<file path="src/ibuf_macros.svh">
`ifndef IBUF_MACROS_SVH
`define IBUF_MACROS_SVH

// Fetch line geometry
`define IBUF_LINE_W   128
`define IBUF_PARCELS  8
`define IBUF_POS_W    3

// Line queue
`define IBUF_DEPTH    4
`define IBUF_PTR_W    2

// Dispatch group limits
`define IBUF_DISP     4
`define IBUF_MEM_DISP 2

`define IBUF_VADDR_W  32

`endif

</file>
<file path="src/ibuf_pkg.sv">
`default_nettype none

package ibuf_pkg;

  // Coarse category used by the group limits
  typedef enum logic [2:0] {
    CAT_ARITH   = 3'd0,
    CAT_LD      = 3'd1,
    CAT_ST      = 3'd2,
    CAT_BR      = 3'd3,
    CAT_ILLEGAL = 3'd4
  } inst_cat_t;

  // Two parcels as assembled from the fetch lines
  typedef struct packed {
    logic [15:0] hi;
    logic [15:0] lo;
  } inst_parcels_t;

  // Base 32-bit encoding fields
  typedef struct packed {
    logic [6:0] funct7;
    logic [4:0] rs2;
    logic [4:0] rs1;
    logic [2:0] funct3;
    logic [4:0] rd;
    logic [6:0] opcode;
  } inst_fields_t;

  typedef union packed {
    inst_parcels_t parcels;
    inst_fields_t  fields;
  } inst_word_u;

endpackage

`default_nettype wire

</file>
<file path="src/ibuf_group_select.sv">
`default_nettype none

`include "ibuf_macros.svh"

module ibuf_group_select
  import ibuf_pkg::*;
(
  input  logic                     i_flush,
  input  logic                     i_disp_ready,

  input  inst_word_u               i_slot_word    [`IBUF_DISP],
  input  logic [`IBUF_DISP-1:0]    i_slot_rvc,
  input  logic [`IBUF_DISP-1:0]    i_slot_avail,
  input  logic [`IBUF_VADDR_W-1:0] i_slot_pc      [`IBUF_DISP],
  input  logic [`IBUF_POS_W:0]     i_slot_end_pos [`IBUF_DISP],
  input  inst_cat_t                i_slot_cat     [`IBUF_DISP],

  output logic                     o_disp_valid,
  output logic [`IBUF_DISP-1:0]    o_disp_slot_valid,
  output logic [31:0]              o_disp_inst    [`IBUF_DISP],
  output logic [`IBUF_DISP-1:0]    o_disp_rvc,
  output inst_cat_t                o_disp_cat     [`IBUF_DISP],
  output logic [`IBUF_VADDR_W-1:0] o_disp_pc      [`IBUF_DISP],

  output logic                     o_fire,
  output logic [`IBUF_POS_W:0]     o_adv_parcels
);

  logic [`IBUF_DISP-1:0] w_take;
  logic [`IBUF_DISP-1:0] w_slot_valid;
  logic [`IBUF_POS_W-1:0] w_head_pos;
  logic [`IBUF_POS_W:0]   w_last_end;

  // Slot 0 always starts at the head, so its PC carries the head position
  assign w_head_pos = i_slot_pc[0][`IBUF_POS_W:1];

  // ========================================
  // Group limits
  // ========================================
  always_comb begin
    logic                      stop;
    logic                      is_mem;
    logic [$clog2(`IBUF_DISP):0] mem_cnt;

    stop       = 1'b0;
    mem_cnt    = '0;
    w_take     = '0;
    w_last_end = {1'b0, w_head_pos};
    for (int s = 0; s < `IBUF_DISP; s++) begin
      is_mem = (i_slot_cat[s] == CAT_LD) || (i_slot_cat[s] == CAT_ST);
      if (stop || !i_slot_avail[s] || (is_mem && (mem_cnt == `IBUF_MEM_DISP))) begin
        stop = 1'b1; // stop before this slot
      end else begin
        w_take[s]  = 1'b1;
        w_last_end = i_slot_end_pos[s];
        if (is_mem) begin
          mem_cnt = mem_cnt + 1'b1;
        end
        if ((i_slot_cat[s] == CAT_BR) || (i_slot_cat[s] == CAT_ILLEGAL)) begin
          stop = 1'b1; // stop after this slot
        end
      end
    end
  end

  assign w_slot_valid  = w_take & {`IBUF_DISP{~i_flush}};
  assign o_disp_valid  = |w_slot_valid;
  assign o_fire        = o_disp_valid & i_disp_ready;
  assign o_adv_parcels = w_last_end - {1'b0, w_head_pos};

  // ========================================
  // Dispatch outputs
  // ========================================
  assign o_disp_slot_valid = w_slot_valid;
  assign o_disp_rvc        = i_slot_rvc & w_slot_valid;

  for (genvar s = 0; s < `IBUF_DISP; s++) begin : g_out
    assign o_disp_inst[s] = w_slot_valid[s] ? i_slot_word[s] : 32'h0;
    assign o_disp_cat[s]  = w_slot_valid[s] ? i_slot_cat[s] : CAT_ARITH;
    assign o_disp_pc[s]   = w_slot_valid[s] ? i_slot_pc[s] : '0;
  end

endmodule

`default_nettype wire

</file>
<file path="src/ibuf_inst_classify.sv">
`default_nettype none

`include "ibuf_macros.svh"

module ibuf_inst_classify
  import ibuf_pkg::*;
(
  input  inst_word_u            i_slot_word [`IBUF_DISP],
  input  logic [`IBUF_DISP-1:0] i_slot_rvc,
  output inst_cat_t             o_slot_cat  [`IBUF_DISP]
);

  for (genvar s = 0; s < `IBUF_DISP; s++) begin : g_slot
    always_comb begin
      if (i_slot_rvc[s]) begin
        // Quadrant from opcode[1:0], RVC funct3 sits at bits 15:13
        case ({i_slot_word[s].fields.opcode[1:0], i_slot_word[s].parcels.lo[15:13]})
          5'b00_010: o_slot_cat[s] = CAT_LD;   // C.LW
          5'b00_110: o_slot_cat[s] = CAT_ST;   // C.SW
          5'b01_101,                           // C.J
          5'b01_110,                           // C.BEQZ
          5'b01_111: o_slot_cat[s] = CAT_BR;   // C.BNEZ
          default:   o_slot_cat[s] = CAT_ARITH;
        endcase
      end else begin
        case (i_slot_word[s].fields.opcode)
          7'b0000011: o_slot_cat[s] = CAT_LD;  // LOAD
          7'b0100011: o_slot_cat[s] = CAT_ST;  // STORE
          7'b1100011,                          // BRANCH
          7'b1101111,                          // JAL
          7'b1100111: o_slot_cat[s] = CAT_BR;  // JALR
          7'b0110011,                          // OP
          7'b0010011,                          // OP-IMM
          7'b0110111,                          // LUI
          7'b0010111: o_slot_cat[s] = CAT_ARITH; // AUIPC
          default:    o_slot_cat[s] = CAT_ILLEGAL;
        endcase
      end
    end
  end

endmodule

`default_nettype wire

</file>
<file path="src/ibuf_line_queue.sv">
`default_nettype none

`include "ibuf_macros.svh"

module ibuf_line_queue (
  input  logic                     i_clk,
  input  logic                     i_reset_n,
  input  logic                     i_flush,

  input  logic                     i_fetch_valid,
  input  logic [`IBUF_VADDR_W-1:0] i_fetch_pc,
  input  logic [`IBUF_LINE_W-1:0]  i_fetch_line,
  output logic                     o_fetch_ready,

  input  logic                     i_fire,
  input  logic [`IBUF_POS_W:0]     i_adv_parcels,

  output logic [`IBUF_LINE_W-1:0]  o_head_line,
  output logic [`IBUF_LINE_W-1:0]  o_next_line,
  output logic                     o_head_valid,
  output logic                     o_next_valid,
  output logic [`IBUF_VADDR_W-1:0] o_head_pc,
  output logic [`IBUF_POS_W-1:0]   o_head_pos
);

  logic [`IBUF_LINE_W-1:0]  r_line [`IBUF_DEPTH];
  logic [`IBUF_VADDR_W-1:0] r_pc   [`IBUF_DEPTH];
  logic [`IBUF_DEPTH-1:0]   r_valid;

  logic [`IBUF_PTR_W-1:0]   r_inptr;
  logic [`IBUF_PTR_W-1:0]   r_outptr;
  logic [`IBUF_PTR_W-1:0]   w_outptr_p1;
  logic [`IBUF_POS_W-1:0]   r_head_pos;

  logic [`IBUF_POS_W:0]     w_pos_sum;
  logic                     w_in_fire;
  logic                     w_pop;
  logic                     w_empty;

  assign o_fetch_ready = ~&r_valid;
  assign w_in_fire     = i_fetch_valid & o_fetch_ready & ~i_flush;
  assign w_empty       = ~|r_valid;

  // Head position plus consumed parcels, MSB set means head line is done
  assign w_pos_sum = {1'b0, r_head_pos} + i_adv_parcels;
  assign w_pop     = i_fire & w_pos_sum[`IBUF_POS_W];

  assign w_outptr_p1 = r_outptr + 1'b1;

  // ========================================
  // Line storage
  // ========================================
  always_ff @(posedge i_clk) begin
    if (w_in_fire) begin
      r_line[r_inptr] <= i_fetch_line;
      r_pc[r_inptr]   <= i_fetch_pc;
    end
  end

  always_ff @(posedge i_clk, negedge i_reset_n) begin
    if (!i_reset_n) begin
      r_valid  <= '0;
      r_inptr  <= '0;
      r_outptr <= '0;
    end else if (i_flush) begin
      r_valid  <= '0;
      r_inptr  <= '0;
      r_outptr <= '0;
    end else begin
      if (w_in_fire) begin
        r_valid[r_inptr] <= 1'b1;
        r_inptr          <= r_inptr + 1'b1;
      end
      if (w_pop) begin
        r_valid[r_outptr] <= 1'b0; // never the slot being written, queue was not full
        r_outptr          <= w_outptr_p1;
      end
    end
  end

  // ========================================
  // Head parcel position
  // ========================================
  always_ff @(posedge i_clk, negedge i_reset_n) begin
    if (!i_reset_n) begin
      r_head_pos <= '0;
    end else if (i_flush) begin
      r_head_pos <= '0;
    end else if (w_in_fire & w_empty) begin
      // First line of a stream may start mid-line
      r_head_pos <= i_fetch_pc[`IBUF_POS_W:1];
    end else if (i_fire) begin
      r_head_pos <= w_pos_sum[`IBUF_POS_W-1:0]; // carry into next line on pop
    end
  end

  assign o_head_line  = r_line[r_outptr];
  assign o_next_line  = r_line[w_outptr_p1];
  assign o_head_valid = r_valid[r_outptr];
  assign o_next_valid = r_valid[w_outptr_p1];
  assign o_head_pc    = r_pc[r_outptr];
  assign o_head_pos   = r_head_pos;

endmodule

`default_nettype wire

</file>
<file path="src/ibuf_parcel_extract.sv">
`default_nettype none

`include "ibuf_macros.svh"

module ibuf_parcel_extract
  import ibuf_pkg::*;
(
  input  logic [`IBUF_LINE_W-1:0]  i_head_line,
  input  logic [`IBUF_LINE_W-1:0]  i_next_line,
  input  logic                     i_head_valid,
  input  logic                     i_next_valid,
  input  logic [`IBUF_VADDR_W-1:0] i_head_pc,
  input  logic [`IBUF_POS_W-1:0]   i_head_pos,

  output inst_word_u               o_slot_word    [`IBUF_DISP],
  output logic [`IBUF_DISP-1:0]    o_slot_rvc,
  output logic [`IBUF_DISP-1:0]    o_slot_avail,
  output logic [`IBUF_VADDR_W-1:0] o_slot_pc      [`IBUF_DISP],
  output logic [`IBUF_POS_W:0]     o_slot_end_pos [`IBUF_DISP]
);

  // Parcels 0..7 from head line, 8..15 from next line
  logic [15:0]                   w_parcel [2*`IBUF_PARCELS];
  logic [2*`IBUF_PARCELS-1:0]    w_parcel_ok;
  logic [`IBUF_VADDR_W-1:0]      w_line_base;

  for (genvar p = 0; p < `IBUF_PARCELS; p++) begin : g_parcel
    assign w_parcel[p]                 = i_head_line[p*16 +: 16];
    assign w_parcel[p + `IBUF_PARCELS] = i_next_line[p*16 +: 16];
  end

  assign w_parcel_ok = {{`IBUF_PARCELS{i_next_valid}}, {`IBUF_PARCELS{i_head_valid}}};

  // Head line PC with the in-line offset cleared
  assign w_line_base = {i_head_pc[`IBUF_VADDR_W-1:`IBUF_POS_W+1], {(`IBUF_POS_W+1){1'b0}}};

  // ========================================
  // Slot walk
  // ========================================
  always_comb begin
    logic [`IBUF_POS_W:0] pos;
    logic [`IBUF_POS_W:0] pos_hi;
    logic [15:0]          lo_parcel;
    logic [15:0]          hi_parcel;
    logic                 rvc;
    logic                 chain;

    pos   = {1'b0, i_head_pos};
    chain = 1'b1;
    for (int s = 0; s < `IBUF_DISP; s++) begin
      pos_hi    = pos + 1'b1;
      lo_parcel = w_parcel[pos];
      hi_parcel = w_parcel[pos_hi];
      rvc       = (lo_parcel[1:0] != 2'b11);

      o_slot_word[s].parcels.lo = lo_parcel;
      o_slot_word[s].parcels.hi = rvc ? 16'h0 : hi_parcel; // upper half unused for RVC
      o_slot_rvc[s]             = rvc;

      // Every parcel in a valid line, and no gap before this slot
      chain           = chain & w_parcel_ok[pos] & (rvc | w_parcel_ok[pos_hi]);
      o_slot_avail[s] = chain;

      o_slot_pc[s] = w_line_base + {pos, 1'b0};

      pos               = rvc ? pos_hi : pos + 2'd2;
      o_slot_end_pos[s] = pos;
    end
  end

endmodule

`default_nettype wire

</file>
<file path="src/ibuf_top.sv">
`default_nettype none

`include "ibuf_macros.svh"

module ibuf_top
  import ibuf_pkg::*;
(
  input  logic                     i_clk,
  input  logic                     i_reset_n,
  input  logic                     i_flush,

  input  logic                     i_fetch_valid,
  input  logic [`IBUF_VADDR_W-1:0] i_fetch_pc,
  input  logic [`IBUF_LINE_W-1:0]  i_fetch_line,
  output logic                     o_fetch_ready,

  output logic                     o_disp_valid,
  output logic [`IBUF_DISP-1:0]    o_disp_slot_valid,
  output logic [31:0]              o_disp_inst [`IBUF_DISP],
  output logic [`IBUF_DISP-1:0]    o_disp_rvc,
  output inst_cat_t                o_disp_cat  [`IBUF_DISP],
  output logic [`IBUF_VADDR_W-1:0] o_disp_pc   [`IBUF_DISP],
  input  logic                     i_disp_ready
);

  // Queue to extract
  logic [`IBUF_LINE_W-1:0]  w_head_line;
  logic [`IBUF_LINE_W-1:0]  w_next_line;
  logic                     w_head_valid;
  logic                     w_next_valid;
  logic [`IBUF_VADDR_W-1:0] w_head_pc;
  logic [`IBUF_POS_W-1:0]   w_head_pos;

  // Extract to classify and select
  inst_word_u               w_slot_word    [`IBUF_DISP];
  logic [`IBUF_DISP-1:0]    w_slot_rvc;
  logic [`IBUF_DISP-1:0]    w_slot_avail;
  logic [`IBUF_VADDR_W-1:0] w_slot_pc      [`IBUF_DISP];
  logic [`IBUF_POS_W:0]     w_slot_end_pos [`IBUF_DISP];
  inst_cat_t                w_slot_cat     [`IBUF_DISP];

  // Select back to queue
  logic                     w_fire;
  logic [`IBUF_POS_W:0]     w_adv_parcels;

  ibuf_line_queue u_queue (
    .i_clk         (i_clk),
    .i_reset_n     (i_reset_n),
    .i_flush       (i_flush),
    .i_fetch_valid (i_fetch_valid),
    .i_fetch_pc    (i_fetch_pc),
    .i_fetch_line  (i_fetch_line),
    .o_fetch_ready (o_fetch_ready),
    .i_fire        (w_fire),
    .i_adv_parcels (w_adv_parcels),
    .o_head_line   (w_head_line),
    .o_next_line   (w_next_line),
    .o_head_valid  (w_head_valid),
    .o_next_valid  (w_next_valid),
    .o_head_pc     (w_head_pc),
    .o_head_pos    (w_head_pos)
  );

  ibuf_parcel_extract u_extract (
    .i_head_line    (w_head_line),
    .i_next_line    (w_next_line),
    .i_head_valid   (w_head_valid),
    .i_next_valid   (w_next_valid),
    .i_head_pc      (w_head_pc),
    .i_head_pos     (w_head_pos),
    .o_slot_word    (w_slot_word),
    .o_slot_rvc     (w_slot_rvc),
    .o_slot_avail   (w_slot_avail),
    .o_slot_pc      (w_slot_pc),
    .o_slot_end_pos (w_slot_end_pos)
  );

  ibuf_inst_classify u_classify (
    .i_slot_word (w_slot_word),
    .i_slot_rvc  (w_slot_rvc),
    .o_slot_cat  (w_slot_cat)
  );

  ibuf_group_select u_select (
    .i_flush           (i_flush),
    .i_disp_ready      (i_disp_ready),
    .i_slot_word       (w_slot_word),
    .i_slot_rvc        (w_slot_rvc),
    .i_slot_avail      (w_slot_avail),
    .i_slot_pc         (w_slot_pc),
    .i_slot_end_pos    (w_slot_end_pos),
    .i_slot_cat        (w_slot_cat),
    .o_disp_valid      (o_disp_valid),
    .o_disp_slot_valid (o_disp_slot_valid),
    .o_disp_inst       (o_disp_inst),
    .o_disp_rvc        (o_disp_rvc),
    .o_disp_cat        (o_disp_cat),
    .o_disp_pc         (o_disp_pc),
    .o_fire            (w_fire),
    .o_adv_parcels     (w_adv_parcels)
  );

endmodule

`default_nettype wire

</file>
<file path="config.mk">
export PLATFORM = sky130hd
export DESIGN_NAME = ibuf_top
export DESIGN_NICKNAME = d
export VERILOG_FILES = /design/src/ibuf_pkg.sv /design/src/ibuf_group_select.sv /design/src/ibuf_inst_classify.sv /design/src/ibuf_line_queue.sv /design/src/ibuf_parcel_extract.sv /design/src/ibuf_top.sv
export VERILOG_INCLUDE_DIRS = /design/src
export SDC_FILE = /design/constraint.sdc
export NUM_CORES = 2
export LEC_CHECK = 0
export BUFFER_PORTS_ARGS = -buffer_cell sky130_fd_sc_hd__buf_2
export CORE_MARGIN = 2
export CORE_UTILIZATION = 29
export CTS_CLUSTER_DIAMETER = 50
export CTS_CLUSTER_SIZE = 28
export DETAILED_ROUTE_END_ITERATION = 10
export PLACE_DENSITY = 0.56
export SYNTH_ARGS = -nofsm -noshare
export SYNTH_HDL_FRONTEND = slang
export SYNTH_HIERARCHICAL = 1
export SYNTH_SLANG_ARGS = --single-unit
</file>
<file path="constraint.sdc">
create_clock -name i_clk -period 23.7 [get_ports i_clk]
set_input_delay 4.74 -clock i_clk [delete_from_list [all_inputs] [get_ports i_clk]]
set_output_delay 4.74 -clock i_clk [all_outputs]
set_load 0.01 [all_outputs]
</file>
==> out/metrics.cfg <==
[power_and_ir_drop]
ir_drop_uv = 231.6
pwr-share-comb = 0.718
switching_share = 0.5432
seqPwrFrac = 0.146
p_sw_mw = 4.771
internal-power_mw = 4.012
p_leak_nw = 18.68
clkPwrFrac = 0.135
power.density_mw_per_mm2 = 161.9

[clock_tree]
cts_tree = built
htreeDepth = 3
ctsResizeCount = 0
numCtsBuffers = 73
clk_latency_ns = 0.69
clock_sinks = 635
clk_pin_slew_ns = 0.07
root_buffer = clkbuf_16
cts_setup_buffers = 0
cts_buffer_depth = 3
hold_buffers = 0

[global_route]
grt_pass1_wl_um = 277100
grt-ovfl-total = 0
grt_pass1_vias = 35960
antenna_found_initial = 101
grt_max_degree = 77
grt_use_total = 0.2279

[route]
drc_errors = 0
wl_met3_um = 23730
drtAntennaViolNets = 0
drt_iter0_drc = 5346
wl_per_cell_um = 31.58
routed_wl_um = 197500
route.met2.wl_um = 95280
top_layer_used = met5
met1Wirelength_um = 69120
num_vias = 37860
vias_per_cell = 6.053
first_pass_iters = 9

[floorplanning]
core_mm2 = 0.1646
boundaryPins = 443
rows = 149
start_util = 0.2913
die_width_um = 410.7
die_h_um = 410.7
die-area_mm2 = 0.1686

[critical_path]
path_max_fanout = 69
cp-start-kind = flip-flop
end_kind = primary output
crit_slowest_cell = a21oi_1
max_stage_delay_ns = 1.16
required_ns = 18.96
crit_arrival_ns = 15.24
critical_path.most_common_cell = buf_4
path_class = reg -> out

[sta]
tightestPinTransition_ns = 1.519
hold_viol_final = 0
max_slew_margin = -0.01295
min_period_ns = 19.98
fmax_mhz = 50.04
fin_crit_sh = 0.8431
final.setup.tns_ns = 0
finalClockSkew_ns = 0.03005
rsz0062_at_grt = no
fin_ws_ns = 3.717
finalSetupViolations = 0
report.final.slew_viol_count = 8

[finish]
instances_no_fill = 6255
drive_above_1_share = 0.3378
n_fill_cell = 16260
nets = 4181
syn2layout_area_growth_pct = 13.11

[synthesis]
synth_area_mm2 = 0.04796
avgSynthCellArea_um2 = 12.62
yosys_warnings = 6
synthCells = 3800

[placed_design]
placed_cells = 6098
globalplace.congestion = 0.9456
dp_worst_setup_slack_ns = 4.902
port_buffers = 437
dp_hpwl_um = 140100

[outcome]
violations = capacitance limit, slew limit
status = finished with violations

[flow_run]
drv_cap = 1

[min_path]
hold_class = reg -> reg

## flip-flops by register name, indices dropped and copies added, names as in the netlist
| signal | cells |
|---|---|
| u_queue/r_outptr | 2 |
| u_queue/r_valid | 4 |
| u_queue/r_line | 512 |
| u_queue/o_head_pos | 3 |
| u_queue/r_inptr | 2 |
| u_queue/r_pc | 112 |
## metal layers
| layer | global-route usage | vias up |
|---|---|---|
| met3 | 0.08116 | 520 |
| met5 | 0 | - |
| met4 | 0.09033 | 54 |
| met2 | 0.3756 | 2369 |
| li1 | - | 15460 |
| met1 | 0.2707 | 19460 |
## area by class of cell
type                            instances  area, µm²  area share
Sequential cell                       635      19030      0.3508
Multi-Input combinational cell       2693      26780      0.4937
Timing Repair Buffer                  523       2833     0.05222
Antenna cell                           22      55.05    0.001015
Clock buffer                           78       1909     0.03520
Inverter                               58      232.7    0.004290
Clock inverter                         57      665.6     0.01227
Tap cell                             2189       2739     0.05049
## through the flow
stage                     instance area [µm²]  power [mW]  hold slack (ns)    util
after floorplan                         47970       5.175           0.5425       -
after global placement                  51610       7.352           0.5621  0.3135
after detailed placement                51610       7.388           0.5750  0.3135
after CTS                               54190       8.593           0.5969  0.3292
after global routing                    54210       9.046           0.6121  0.3293
final                                   54240       8.782           0.5900  0.3295
## worst paths after layout
kind | from | end | slack, ns | depth (start not counted)
setup reg to reg | u_queue/r_outptr[0]$_DFFE_PN0P_ | u_queue/r_outptr[0]$_DFFE_PN0P_ | 7.30 | 40
hold / removal | u_queue/r_inptr[1]$_DFFE_PN0P_ | u_queue/r_inptr[1]$_DFFE_PN0P_ | 0.59 | 2
max in group asynchronous | i_reset_n | u_queue/o_head_pos[1]$_DFFE_PN0P_ | 19.51 | 1
min in group asynchronous | i_reset_n | u_queue/r_inptr[1]$_DFFE_PN0P_ | 3.94 | 1
hold reg to reg | u_queue/r_inptr[1]$_DFFE_PN0P_ | u_queue/r_inptr[1]$_DFFE_PN0P_ | 0.59 | 2
setup / recovery | u_queue/r_outptr[0]$_DFFE_PN0P_ | o_disp_pc[23] | 3.72 | 33
## cell usage in the layout, fill, tap and decap left out, drive strengths merged, types with 22 or more instances in the layout
cell / n
diode: 22
a31oi: 41
mux4: 603
a21oi: 79
buf: 523
ha: 30
clkinv: 26
nand2: 511
nor2b: 51
mux2i: 148
mux2: 28
and3: 110
clkbuf: 78
nand3: 185
o21ai: 68
xor2: 45
nor2: 133
a311oi: 38
inv: 81
xnor2: 54
and2: 212
a211oi: 102
edfxtp: 624
## worst max-delay path: cells and delay by family (launching register included)
family          cells  cell delay, ns
buf+inv             9            4.09
xor+xnor            1            0.49
compound gates     12            4.40
simple gates        7            2.05
fa+ha+maj           1            0.44
flops               1            1.08
mux                 3            1.73
## power by group through the flow
stage	clock (mW)	combinational (mW)	sequential, mW
global route	1.26	6.50	1.29
finish	1.19	6.31	1.28
detailed placement	0	6.08	1.31
global placement	0	6.05	1.31
floorplan	0	3.87	1.30
CTS	1.21	6.10	1.28
Power figures use the tool's default switching activity.
